## src/common/mips_pkg.sv

```systemverilog
package mips_pkg;

   localparam int NB_REG        = 32;
   localparam int NB_INSTR      = 32;
   localparam int NB_REG_ADDR   = 5;
   localparam int REGFILE_DEPTH = 32;
   localparam int NB_INSTR_ADDR = 6;
   localparam int NB_FRAME      = 32;
   localparam int NB_CMD        = 6;
   localparam int NB_OPCODE     = 6;
   localparam int NB_IMM        = 16;

   // Host commands, top field of a frame
   localparam logic [NB_CMD-1:0] CMD_IDLE       = 6'h00;
   localparam logic [NB_CMD-1:0] CMD_INSTR_LOW  = 6'h01;
   localparam logic [NB_CMD-1:0] CMD_INSTR_HIGH = 6'h02;
   localparam logic [NB_CMD-1:0] CMD_RUN        = 6'h03;
   localparam logic [NB_CMD-1:0] CMD_SOFT_RESET = 6'h04;
   localparam logic [NB_CMD-1:0] CMD_READ       = 6'h05;

   // Zero is the idle request, so no reader uses it
   localparam logic [NB_CMD-1:0] READER_FETCH_STATE = 6'h11;
   localparam logic [NB_CMD-1:0] READER_WB_STATE    = 6'h12;
   localparam logic [NB_CMD-1:0] READER_REGFILE     = 6'h13;

   localparam logic [NB_OPCODE-1:0] OP_RTYPE = 6'h00;
   localparam logic [NB_OPCODE-1:0] OP_ADDIU = 6'h09;
   localparam logic [NB_OPCODE-1:0] OP_ANDI  = 6'h0c;
   localparam logic [NB_OPCODE-1:0] OP_ORI   = 6'h0d;
   localparam logic [NB_OPCODE-1:0] OP_HALT  = 6'h3f;

   localparam logic [NB_OPCODE-1:0] FN_ADDU = 6'h21;
   localparam logic [NB_OPCODE-1:0] FN_SUBU = 6'h23;
   localparam logic [NB_OPCODE-1:0] FN_AND  = 6'h24;
   localparam logic [NB_OPCODE-1:0] FN_OR   = 6'h25;
   localparam logic [NB_OPCODE-1:0] FN_XOR  = 6'h26;
   localparam logic [NB_OPCODE-1:0] FN_SLT  = 6'h2a;

   // Field MSB positions inside an instruction
   localparam int MSB_OPCODE = 31;
   localparam int MSB_RS     = 25;
   localparam int MSB_RT     = 20;
   localparam int MSB_RD     = 15;
   localparam int MSB_IMM    = 15;
   localparam int MSB_FUNC   = 5;

   typedef enum logic [2:0] {
      ALU_ADD,
      ALU_SUB,
      ALU_AND,
      ALU_OR,
      ALU_XOR,
      ALU_SLT
   } alu_op_t;

   typedef struct packed {
      logic [NB_REG-1:0]   addr;
      logic [NB_INSTR-1:0] instr;
   } fetch_snapshot_t;

   typedef struct packed {
      logic                   we;
      logic [NB_REG_ADDR-1:0] dest;
      logic [NB_REG-1:0]      data;
   } wb_snapshot_t;

endpackage

```

## src/pipeline/execution.sv

```systemverilog
`timescale 1ns/10ps

module execution import mips_pkg::*; (
   input  logic                   i_clock,
   input  logic                   i_reset,
   input  logic [NB_REG-1:0]      i_a,
   input  logic [NB_REG-1:0]      i_b,
   input  logic [NB_REG-1:0]      i_imm,
   input  logic                   i_use_imm,
   input  alu_op_t                i_alu_op,
   input  logic [NB_REG_ADDR-1:0] i_dest,
   input  logic                   i_we,
   input  logic                   i_fwd_a,
   input  logic                   i_fwd_b,
   output logic [NB_REG-1:0]      o_wb_data,
   output logic [NB_REG_ADDR-1:0] o_wb_dest,
   output logic                   o_wb_we,
   output wb_snapshot_t           o_wb_state
);

   logic [NB_REG-1:0] op_a;
   logic [NB_REG-1:0] op_b_reg;
   logic [NB_REG-1:0] op_b;
   logic [NB_REG-1:0] alu_result;

   // Forward from the writeback register
   assign op_a     = i_fwd_a ? o_wb_data : i_a;
   assign op_b_reg = i_fwd_b ? o_wb_data : i_b;
   assign op_b     = i_use_imm ? i_imm : op_b_reg;

   always_comb begin
      case (i_alu_op)
         ALU_ADD: alu_result = op_a + op_b;
         ALU_SUB: alu_result = op_a - op_b;
         ALU_AND: alu_result = op_a & op_b;
         ALU_OR:  alu_result = op_a | op_b;
         ALU_XOR: alu_result = op_a ^ op_b;
         ALU_SLT: alu_result = {{(NB_REG-1){1'b0}}, $signed(op_a) < $signed(op_b)};
         default: alu_result = '0;
      endcase
   end

   always_ff @(posedge i_clock) begin
      if (i_reset) begin
         o_wb_data <= '0;
         o_wb_dest <= '0;
         o_wb_we   <= 1'b0;
      end else begin
         o_wb_data <= alu_result;
         o_wb_dest <= i_dest;
         o_wb_we   <= i_we;
      end
   end

   assign o_wb_state.we   = o_wb_we;
   assign o_wb_state.dest = o_wb_dest;
   assign o_wb_state.data = o_wb_data;

endmodule

```

## config.mk

```make
export PLATFORM = sky130hd
export DESIGN_NAME = execution
export DESIGN_NICKNAME = d
export VERILOG_FILES = /design/src/common/mips_pkg.sv /design/src/pipeline/execution.sv
export SDC_FILE = /design/constraint.sdc
export NUM_CORES = 1
export LEC_CHECK = 0
export ABC_AREA = 1
export BUFFER_PORTS_ARGS = -buffer_cell sky130_fd_sc_hd__clkbuf_2
export CAP_MARGIN = 15
export CELL_PAD_IN_SITES_DETAIL_PLACEMENT = 2
export CELL_PAD_IN_SITES_GLOBAL_PLACEMENT = 2
export CORE_MARGIN = 2
export CORE_UTILIZATION = 30
export CTS_BUF_LIST = sky130_fd_sc_hd__clkbuf_8 sky130_fd_sc_hd__clkbuf_16
export CTS_CLUSTER_SIZE = 30
export DETAILED_ROUTE_END_ITERATION = 8
export GPL_ROUTABILITY_DRIVEN = 0
export PLACE_DENSITY_LB_ADDON = 0.1
export SLEW_MARGIN = 15
export SYNTH_ARGS = -nofsm -noshare
export SYNTH_HDL_FRONTEND = slang
export SYNTH_SLANG_ARGS = --single-unit
```

## constraint.sdc

```tcl
create_clock -name i_clock -period 5.39 [get_ports i_clock]
set_input_delay 0.8085 -clock i_clock [delete_from_list [all_inputs] [get_ports i_clock]]
set_output_delay 0.8085 -clock i_clock [all_outputs]
set_load 0.005 [all_outputs]
```

==> results of run 1 <==
==> critical path: cells and delay by family <==
| family | cells | cell delay, ns |
|---|---|---|
| and+or+nand+nor | 10 | 1.36 |
| adders and majority gates | 1 | 0.60 |
| AOI/OAI and AO/OA | 2 | 0.25 |
| buffers and inverters | 5 | 1.24 |
==> cells in the mapped netlist, types with 2 or more instances <==
| cell type | number | area share |
|---|---|---|
| clkbuf_2 | 5 | 0.0028 |
| nand2_2 | 6 | 0.0042 |
| a21oi_2 | 2 | 0.0020 |
| nor3_1 | 13 | 0.0073 |
| o21ai_1 | 4 | 0.0022 |
| o21bai_1 | 8 | 0.0067 |
| a221oi_1 | 2 | 0.0020 |
| o211ai_1 | 32 | 0.027 |
| buf_6 | 7 | 0.0088 |
| or2_2 | 22 | 0.015 |
| o21ai_0 | 100 | 0.056 |
| o22ai_1 | 27 | 0.019 |
| nand3b_2 | 2 | 0.0025 |
| nand4_1 | 6 | 0.0042 |
| inv_1 | 392 | 0.16 |
| clkbuf_1 | 24 | 0.010 |
| or2_1 | 9 | 0.0063 |
| o31ai_1 | 2 | 0.0017 |
| buf_4 | 42 | 0.035 |
| nand3_2 | 2 | 0.0022 |
| nor2_1 | 106 | 0.045 |
| fa_1 | 2 | 0.0045 |
| ha_1 | 102 | 0.14 |
| dfxtp_1 | 38 | 0.085 |
| buf_2 | 18 | 0.010 |
| o221ai_1 | 3 | 0.0029 |
| nor3_2 | 8 | 0.0090 |
| a21oi_1 | 80 | 0.045 |
| xor2_1 | 6 | 0.0059 |
| nor2_2 | 7 | 0.0049 |
| and2_1 | 4 | 0.0028 |
| nand3_1 | 93 | 0.052 |
| nand2_1 | 481 | 0.20 |
| inv_2 | 7 | 0.0029 |
==> state kept, by name, summed over array words and instances, names as in the netlist <==
name,flops
o_wb_dest,5
o_wb_we,1
o_wb_data,32
==> power groups by stage <==
stage	Clock, W	Sequential, W	Combinational (W)
finish	0.000406	0.000344	0.00126
detailed placement	0	0.000349	0.00125
global route	0.000424	0.000348	0.00142
floorplan	0	0.000338	0.000854
global placement	0	0.000349	0.00121
CTS	0.000416	0.000344	0.00126
==> final timing paths <==
kind	startpoint	end	slack, ns	depth (start not counted)
hold reg to reg	o_wb_data[0]	o_wb_data[0]	1.02	6
setup reg to reg	o_wb_data[16]	o_wb_data[26]	2.25	20
hold / removal	i_dest[4]	o_wb_dest[4]	0.66	3
setup / recovery	i_fwd_b	o_wb_data[28]	1.31	18
==> cell families (layout without fill, tap and decap cells) <==
kind of cell	after synthesis	after routing
AND/OR/NAND/NOR	759	759
buffers and inverters	497	606
AO/OA/AOI/OAI	262	262
adder cells (fa/ha/maj)	104	104
flip-flops	38	38
XOR/XNOR	7	7
==> through the flow <==
stage	util	hold slack, ns	instance area [µm²]
after global placement	0.334	0.954	9830
after detailed placement	0.334	0.998	9830
after CTS	0.339	0.663	10000
after floorplan	-	0.874	8920
final	0.339	0.661	10000
after global routing	0.339	0.674	10000
==> layer usage <==
layer / routed length, µm / up-vias
met3: 1930 / 31
li1: - / 5244
met2: 18600 / 247
met4: 599 / 0
met5: 0 / -
met1: 20500 / 5272
==> cell type report <==
class | instances | share of cell area
clock buffer | 5 | 0.0125
clock inverter | 3 | 0.00450
inverter | 400 | 0.150
multi-input combinational | 1132 | 0.606
sequential | 38 | 0.0760
tap | 390 | 0.0488
timing repair buffer | 198 | 0.102
==> impl_metrics.csv, run 1 <==
group,metric,value,unit
run_status,status,"finished clean",
cells_and_area,multi_input_area,0.00606,mm²
clock_tree,clk_latency,0.33,ns
pwr,power.leakage,6.09,nW
clock_tree,clk_path_buf_depth,2,
synth,yosysSeqAreaShare,0.0853,
clock_tree,clk_pin_slew_worst_paths,0.09,ns
setup_path,critPathRequiredTime,5.62,ns
clock_tree,clock_sinks,38,
clock_tree,cts-resized-gates,0,
pwr,power,0.00201,W
grt,use_met2,0.445,
cells_and_area,regArea,761,µm²
route,viasPerCell,4.98,
cells_and_area,mostFrequentLayoutCells,"481 x nand2_1, 392 x inv_1, 185 x clkbuf_2",
sta,relSlewSlack,0.336,
clock_tree,postCtsHoldBufs,0,
grt,antenna_found_initial,0,
grt,grt-busiest-layer,"met2",
sta,fmax,0.245,GHz
route,dr.pass1.iters,5,
synth,syn_area,0.00892,mm²
clock_tree,htree_levels,2,
synth,syn_area_per_cell,5.35,µm²
placed_design,dp.cells,2158,
synth,syn-num-nets,1881,
grt,gr-usage-all-layers,0.270,
die,ios,186,
setup_path,worst-path-max-fanout,21,
pwr,p_clk_frac,0.202,
die,row_count,63,
setup_path,crit_path_start_kind,"primary input",
worst_hold_path,holdCritPathClass,"primary input to flip-flop",
cells_and_area,nNetsFinal,1989,
sta,layout_min_cycle_time,4.08,ns
setup_path,crit_slowest_cell,"ha_1",
cells_and_area,fin_cells,2166,
placed_design,place_ws,0.956,ns
pwr,combPwrFrac,0.628,
synth,yosys.area_share.xor_xnor,0.00687,
grt,grt_overflow,0,
sta,worst_pin_slew,0.994,ns
route,vias,10800,
synth,synth_ff_type,"dfxtp_1",
pwr,p_switching,0.00110,W
cells_and_area,drive_above_1_share,0.148,
job,cap_violations,0,
clock_tree,cts_tree,"yes",
die,start_util,0.303,
grt,use_met3,0.0301,
sta,setup_ws,1.31,ns
cells_and_area,area_growth,12.1,%
placed_design,dpl.hpwl,34700,µm
pwr,power_density,201,mW/mm²
clock_tree,cts_root_buf,"clkbuf_16",
synth,synth-async-reset-ratio,0,
setup_path,path_common_cell,"nand2_1",
grt,grt_use_met1,0.383,
sta,finalHoldViolations,0,
cells_and_area,final_common_cell,"nand2_1",
synth,ys_ff_latch,38,
clock_tree,cts_setup_buffers,0,
synth,synth_top_family_by_area,"simple AND/OR/NAND/NOR gates",
die,die_h,176,µm
setup_path,critical_path_class,"primary input to flip-flop",
route,final_antenna_net_count,0,
cells_and_area,insertedDiodeCount,0,
pwr,sw_frac_of_total,0.546,
sta,period_share,0.757,
synth,synthAdderAreaFrac,0.148,
pwr,ir_drop,0.115,mV
synth,synth_edf_count,0,
pwr,power_frac_seq,0.171,
cells_and_area,n_fill_cell,3957,
die,fp.dieArea,0.0311,mm²
clock_tree,numCtsBuffers,5,
sta,fin_skew,0.0126,ns
setup_path,critPathArrivalTime,4.31,ns
synth,synth-simple-area-share,0.358,
grt,grt_max_degree,43,
setup_path,critPathMaxStageDelay,0.60,ns
synth,synth_mux_area_frac,0,
sta,finalMaxSlewViolations,0,
route,post_drt_wl_per_cell,19.2,µm
synth,synth_cell_type_count,39,
route,drc,0,
sta,rsz0062_at_grt,"false",
route,drt_iter0_markers,436,
placed_design,port_buffers,185,
grt,grt_pass1_wl,64600,µm
synth,ys_warn_count,0,
setup_path,cp_cell_sequence,"clkbuf_2 -> inv_1 -> buf_4 -> o211ai_1 -> o21ai_0 -> inv_1 -> ha_1 -> nand2_1 -> nor2_1 -> nand2_1 -> nor3_1 -> nand2_1 -> nand2_1 -> nand2_1 -> nand3_1 -> nand3_1 -> nand2_1 -> inv_1",
sta,finalSetupViolCount,0,
die,core,0.0295,mm²
route,routed_wl,41600,µm
setup_path,critPathCaptureType,"flip-flop",
synth,netlist_instances,1667,
sta,fin_tns_setup,0,ns
grt,first_global_vias,11500,
pwr,p_int,0.000914,W
die,die_x,176,µm
synth,synth_compound_area_frac,0.166,
Power figures use the tool's default switching activity.
==> run 2, diff against run 1 <==
Settings changed: CORE_UTILIZATION 30 to 28.
Clock period 5.39 ns to 3.95 ns, I/O delays scaled along.
==> impl_metrics.csv, run 2 (synthesis gave the netlist of run 1 again) <==
group,metric,value,unit
run_status,status,"finished clean",
worst_hold_path,whs_path_depth,3,
job,cap_violations,0,
clock_tree,htree_levels,2,
clock_tree,clk_latency,0.32,ns
sta,layout_min_cycle_time,3.43,ns
placed_design,dpl.hpwl,36200,µm
sta,rsz0062_at_grt,"false",
route,post_drt_wl_per_cell,19.4,µm
route,routed_wl,42800,µm
sta,finalMaxSlewViolations,0,
cells_and_area,n_fill_cell,4160,
cells_and_area,mostFrequentLayoutCells,"481 x nand2_1, 392 x inv_1, 185 x clkbuf_2",
clock_tree,postCtsHoldBufs,0,
pwr,power_density,280,mW/mm²
sta,finalHoldViolations,0,
sta,fin_tns_setup,0,ns
die,die_h,182,µm
clock_tree,clock_sinks,38,
clock_tree,cts-resized-gates,0,
sta,finalSetupViolCount,0,
clock_tree,cts_setup_buffers,0,
setup_path,worstReg2RegStart,"o_wb_data[19]",
cells_and_area,reg_top3,"o_wb_data x32, o_wb_dest x5, o_wb_we x1",
die,die_x,182,µm
sta,fmax,0.292,GHz
cells_and_area,top_register,"o_wb_data",
pwr,power,0.00287,W
worst_hold_path,holdCritPathClass,"primary input to flip-flop",
route,vias,10800,
die,ios,186,
setup_path,critPathCaptureType,"flip-flop",
cells_and_area,area_growth,14.8,%
grt,grt_max_degree,30,
setup_path,crit_path_start_kind,"primary input",
route,top_layer,"met4",
grt,grt_pass1_wl,65900,µm
route,dr.pass1.iters,5,
clock_tree,cts_root_buf,"clkbuf_16",
die,fp.dieArea,0.0333,mm²
grt,gr-usage-all-layers,0.258,
grt,antenna_found_initial,0,
route,route.met3.wl,1740,µm
pwr,ir_drop,0.151,mV
setup_path,reg2reg_depth,14,
clock_tree,clk_path_buf_depth,2,
clock_tree,clk_pin_slew_worst_paths,0.08,ns
worst_hold_path,min_to,"o_wb_we",
grt,grt_overflow,0,
setup_path,worst-path-max-fanout,27,
placed_design,port_buffers,185,
route,drc,0,
clock_tree,numCtsBuffers,5,
worst_hold_path,min-delay-start,"i_we",
route,wl_met2,19300,µm
route,drt_iter0_markers,408,
setup_path,critical_path_class,"primary input to flip-flop",
route,wl_met1,21000,µm
die,start_util,0.283,
sta,relSlewSlack,0.515,
cells_and_area,nNetsFinal,2012,
cells_and_area,largest_register_ffs,32,
die,core,0.0315,mm²
die,row_count,65,
cells_and_area,drive_above_1_share,0.160,
sta,worst_pin_slew,0.720,ns
cells_and_area,final_common_cell,"nand2_1",
sta,period_share,0.868,
sta,fin_skew,0.0119,ns
setup_path,critPathRequiredTime,4.20,ns
sta,whs,0.458,ns
route,final_antenna_net_count,0,
clock_tree,cts_tree,"yes",
pwr,power.leakage,6.22,nW
route,viasPerCell,4.92,
setup_path,r2r_setup_slack,0.87,ns
setup_path,critPathArrivalTime,3.67,ns
grt,first_global_vias,11800,
setup_path,rr_endpoint,"o_wb_data[24]",
==> run 2: metrics by stage <==
step	worst slack [ns]	cell area, µm²	util	instances
after floorplan	0.872	8920	-	1667
after global placement	0.285	10000	0.319	2193
after detailed placement	0.178	10000	0.319	2193
final	0.522	10200	0.325	2202
after CTS	0.507	10200	0.325	2201
after global routing	0.219	10200	0.325	2201
==> run 2: where the power goes <==
part | switching, W | leakage [nW] | total (W) | internal [W]
registers | 0.0000494 | 0.313 | 0.000469 | 0.000420
clock network | 0.000245 | 0.0940 | 0.000610 | 0.000366
logic | 0.00123 | 5.82 | 0.00179 | 0.000563
==> run 2: area by class of cell <==
cell class                 instances  area (µm²)  share of cell area
clock inverter                     3        68.8             0.00672
sequential                        38         761              0.0743
antenna                            1        2.50            0.000244
multi-input combinational       1132        6060               0.592
clock buffer                       5         125              0.0122
timing repair buffer             221        1220               0.119
tap                              402         503              0.0491
inverter                         400        1500               0.147
==> run 2: worst max path at each step <==
stage | from | end | slack [ns] | depth (start not counted)
2_1_floorplan | i_fwd_b | o_wb_data[0] | 0.87 | 19
3_3_place_gp | i_use_imm | o_wb_data[24] | 0.28 | 17
3_5_place_dp | i_use_imm | o_wb_data[0] | 0.18 | 16
4_1_cts | i_use_imm | o_wb_data[0] | 0.51 | 15
5_1_grt | i_use_imm | o_wb_data[29] | 0.22 | 21
6_report | i_use_imm | o_wb_data[0] | 0.52 | 18
==> run 2: critical path, stage by stage <==
cell      delay (ns)
clkbuf_2        0.08
inv_2           0.37
buf_4           0.27
o211ai_1        0.10
o21ai_0         0.12
inv_1           0.13
ha_1            0.44
nand2_1         0.20
inv_1           0.07
a21oi_2         0.25
nor2_1          0.12
nor2_1          0.16
nand2_1         0.14
nand2_1         0.12
nand2_1         0.07
nand2_1         0.13
nand3_1         0.13
a21oi_1         0.14
==> run 2: layer usage <==
metal | global-route usage | vias up
met2 | 0.428 | 233
met4 | 0.0529 | 0
li1 | - | 5294
met1 | 0.355 | 5264
met3 | 0.0337 | 40
met5 | 0 | -
==> run 3, diff against run 2 <==
Settings changed: CORE_UTILIZATION 28 to 25, CTS_BUF_LIST sky130_fd_sc_hd__clkbuf_8 sky130_fd_sc_hd__clkbuf_16 to not set.
Clock period 3.95 ns to 3.1 ns, I/O delays scaled along.
==> impl_metrics.csv, run 3 (synthesis gave the netlist of run 1 again) <==
group,metric,value,unit
grt,first_global_vias,12600,
route,final_antenna_net_count,0,
cells_and_area,fin_util,0.351,
pwr,power.leakage,7.38,nW
worst_hold_path,whs_path_depth,3,
clock_tree,postCtsHoldBufs,0,
placed_design,place_ws,-0.434,ns
grt,gr-usage-all-layers,0.252,
clock_tree,htree_levels,2,
cells_and_area,top_register,"o_wb_data",
worst_hold_path,min_to,"o_wb_dest[4]",
sta,period_share,0.960,
setup_path,critPathRequiredTime,3.31,ns
cells_and_area,multi_input_area,0.00634,mm²
cells_and_area,fin_cells,2486,
route,vias,11700,
route,viasPerCell,4.71,
sta,rsz0062_at_grt,"true",
cells_and_area,area_growth,38.9,%
setup_path,path_common_cell,"nor2_1",
sta,fin_skew,0.0220,ns
sta,finalHoldViolations,0,
setup_path,critPathMaxStageDelay,0.29,ns
route,routed_wl,46500,µm
sta,finalSetupViolCount,0,
grt,grt_max_degree,34,
setup_path,r2r_setup_slack,0.31,ns
sta,fmax,0.336,GHz
placed_design,dpl.hpwl,39900,µm
setup_path,cp_cell_sequence,"clkbuf_2 -> buf_12 -> buf_12 -> or2_2 -> o211ai_1 -> o21ai_1 -> inv_1 -> ha_4 -> buf_4 -> nand2_2 -> nor2_1 -> inv_1 -> nor2_1 -> nor2_1 -> nand2_1 -> buf_4 -> nand2_1 -> nand3_1 -> nand2_1 -> nor2_1 -> nor2_1",
setup_path,critPathArrivalTime,3.19,ns
placed_design,port_buffers,185,
job,cap_violations,0,
die,row_count,69,
die,die_h,193,µm
grt,antenna_found_initial,0,
worst_hold_path,min-delay-start,"i_dest[4]",
die,die_x,193,µm
setup_path,worstReg2RegStart,"o_wb_data[16]",
clock_tree,clk_path_buf_depth,2,
route,post_drt_wl_per_cell,18.7,µm
cells_and_area,regArea,761,µm²
route,drt_iter0_markers,441,
sta,layout_min_cycle_time,2.98,ns
worst_hold_path,holdCritPathClass,"primary input to flip-flop",
pwr,power_density,355,mW/mm²
setup_path,crit_path_start_kind,"primary input",
die,ios,186,
clock_tree,cts_tree,"yes",
setup_path,critPathCaptureType,"flip-flop",
cells_and_area,mostFrequentLayoutCells,"467 x nand2_1, 391 x inv_1, 252 x buf_4",
route,dr.pass1.iters,5,
clock_tree,cts_root_buf,"clkbuf_16",
clock_tree,clk_pin_slew_worst_paths,0.07,ns
setup_path,crit_path_start,"i_fwd_b",
cells_and_area,drive_above_1_share,0.287,
setup_path,rr_endpoint,"o_wb_data[29]",
clock_tree,clk_latency,0.35,ns
die,core,0.0353,mm²
run_status,status,"finished clean",
cells_and_area,reg_top3,"o_wb_data x32, o_wb_dest x5, o_wb_we x1",
sta,worst_pin_slew,0.712,ns
grt,grt_pass1_wl,70700,µm
cells_and_area,final_common_cell,"nand2_1",
die,start_util,0.253,
sta,setup_ws,0.123,ns
clock_tree,numCtsBuffers,5,
cells_and_area,insertedDiodeCount,0,
setup_path,reg2reg_depth,19,
clock_tree,clock_sinks,38,
sta,relSlewSlack,0.520,
cells_and_area,nNetsFinal,2238,
cells_and_area,n_fill_cell,4578,
grt,grt_overflow,0,
pwr,ir_drop,0.214,mV
route,drc,0,
setup_path,critical_path_class,"primary input to flip-flop",
setup_path,crit_slowest_cell,"or2_2",
setup_path,worst-path-max-fanout,15,
sta,finalMaxSlewViolations,0,
die,fp.dieArea,0.0372,mm²
cells_and_area,largest_register_ffs,32,
placed_design,dp.cells,2477,
-- run 3: area by class of cell --
| type | instances | area share |
|---|---|---|
| Timing Repair Buffer | 447 | 0.244 |
| Inverter | 400 | 0.121 |
| Sequential cell | 38 | 0.0614 |
| Clock buffer | 6 | 0.0112 |
| Clock inverter | 2 | 0.00485 |
| Tap cell | 461 | 0.0465 |
| Multi-Input combinational cell | 1132 | 0.511 |
-- run 3: how the worst max path moves through the flow --
stage	endpoint	slack, ns	cells past startpoint
2_1_floorplan	o_wb_data[0]	0.15	19
3_3_place_gp	o_wb_data[10]	-0.29	20
3_5_place_dp	o_wb_data[10]	-0.43	20
4_1_cts	o_wb_data[0]	0.005	20
5_1_grt	o_wb_data[12]	-0.03	21
6_report	o_wb_data[16]	0.12	21
-- run 3: stage by stage --
stage	instance area, µm²	hold WS, ns	TNS (ns)	total power (W)
after CTS	12100	0.304	0	0.00432
final	12400	0.321	0	0.00439
after global placement	11900	0.658	-4.08	0.00337
after floorplan	8920	0.534	0	0.00207
after detailed placement	11900	0.665	-7.04	0.00347
after global routing	12400	0.317	-0.114	0.00475
-- run 3: metal layers --
layer	part of all wire	routed length, µm	up-vias	track usage
li1	-	-	5746	-
met1	0.48	22400	5697	0.343
met2	0.46	21300	224	0.422
met3	0.040	1870	36	0.0278
met4	0.019	904	0	0.0629
met5	0	0	-	0
-- run 3: timing repair --
| action | CTS | global route |
|---|---|---|
| gates resized for setup | 3 | 95 |
| pin swaps | 0 | 3 |
| setup endpoints to repair | 4 | 25 |
| setup buffers | 0 | 1 |
-- run 3: critical path: cells and delay by family --
kind                       cells  cell delay [ns]
and+or+nand+nor               11             1.33
buffers and inverters          7             0.96
AOI/OAI and AO/OA              2             0.20
adders and majority gates      1             0.20
-- run 3: where the power goes --
part / leakage (nW) / internal [W] / total (W) / switching (W)
combinational: 6.97 / 0.00123 / 0.00300 / 0.00176
clock: 0.0971 / 0.000487 / 0.000807 / 0.000321
sequential: 0.313 / 0.000535 / 0.000590 / 0.0000549
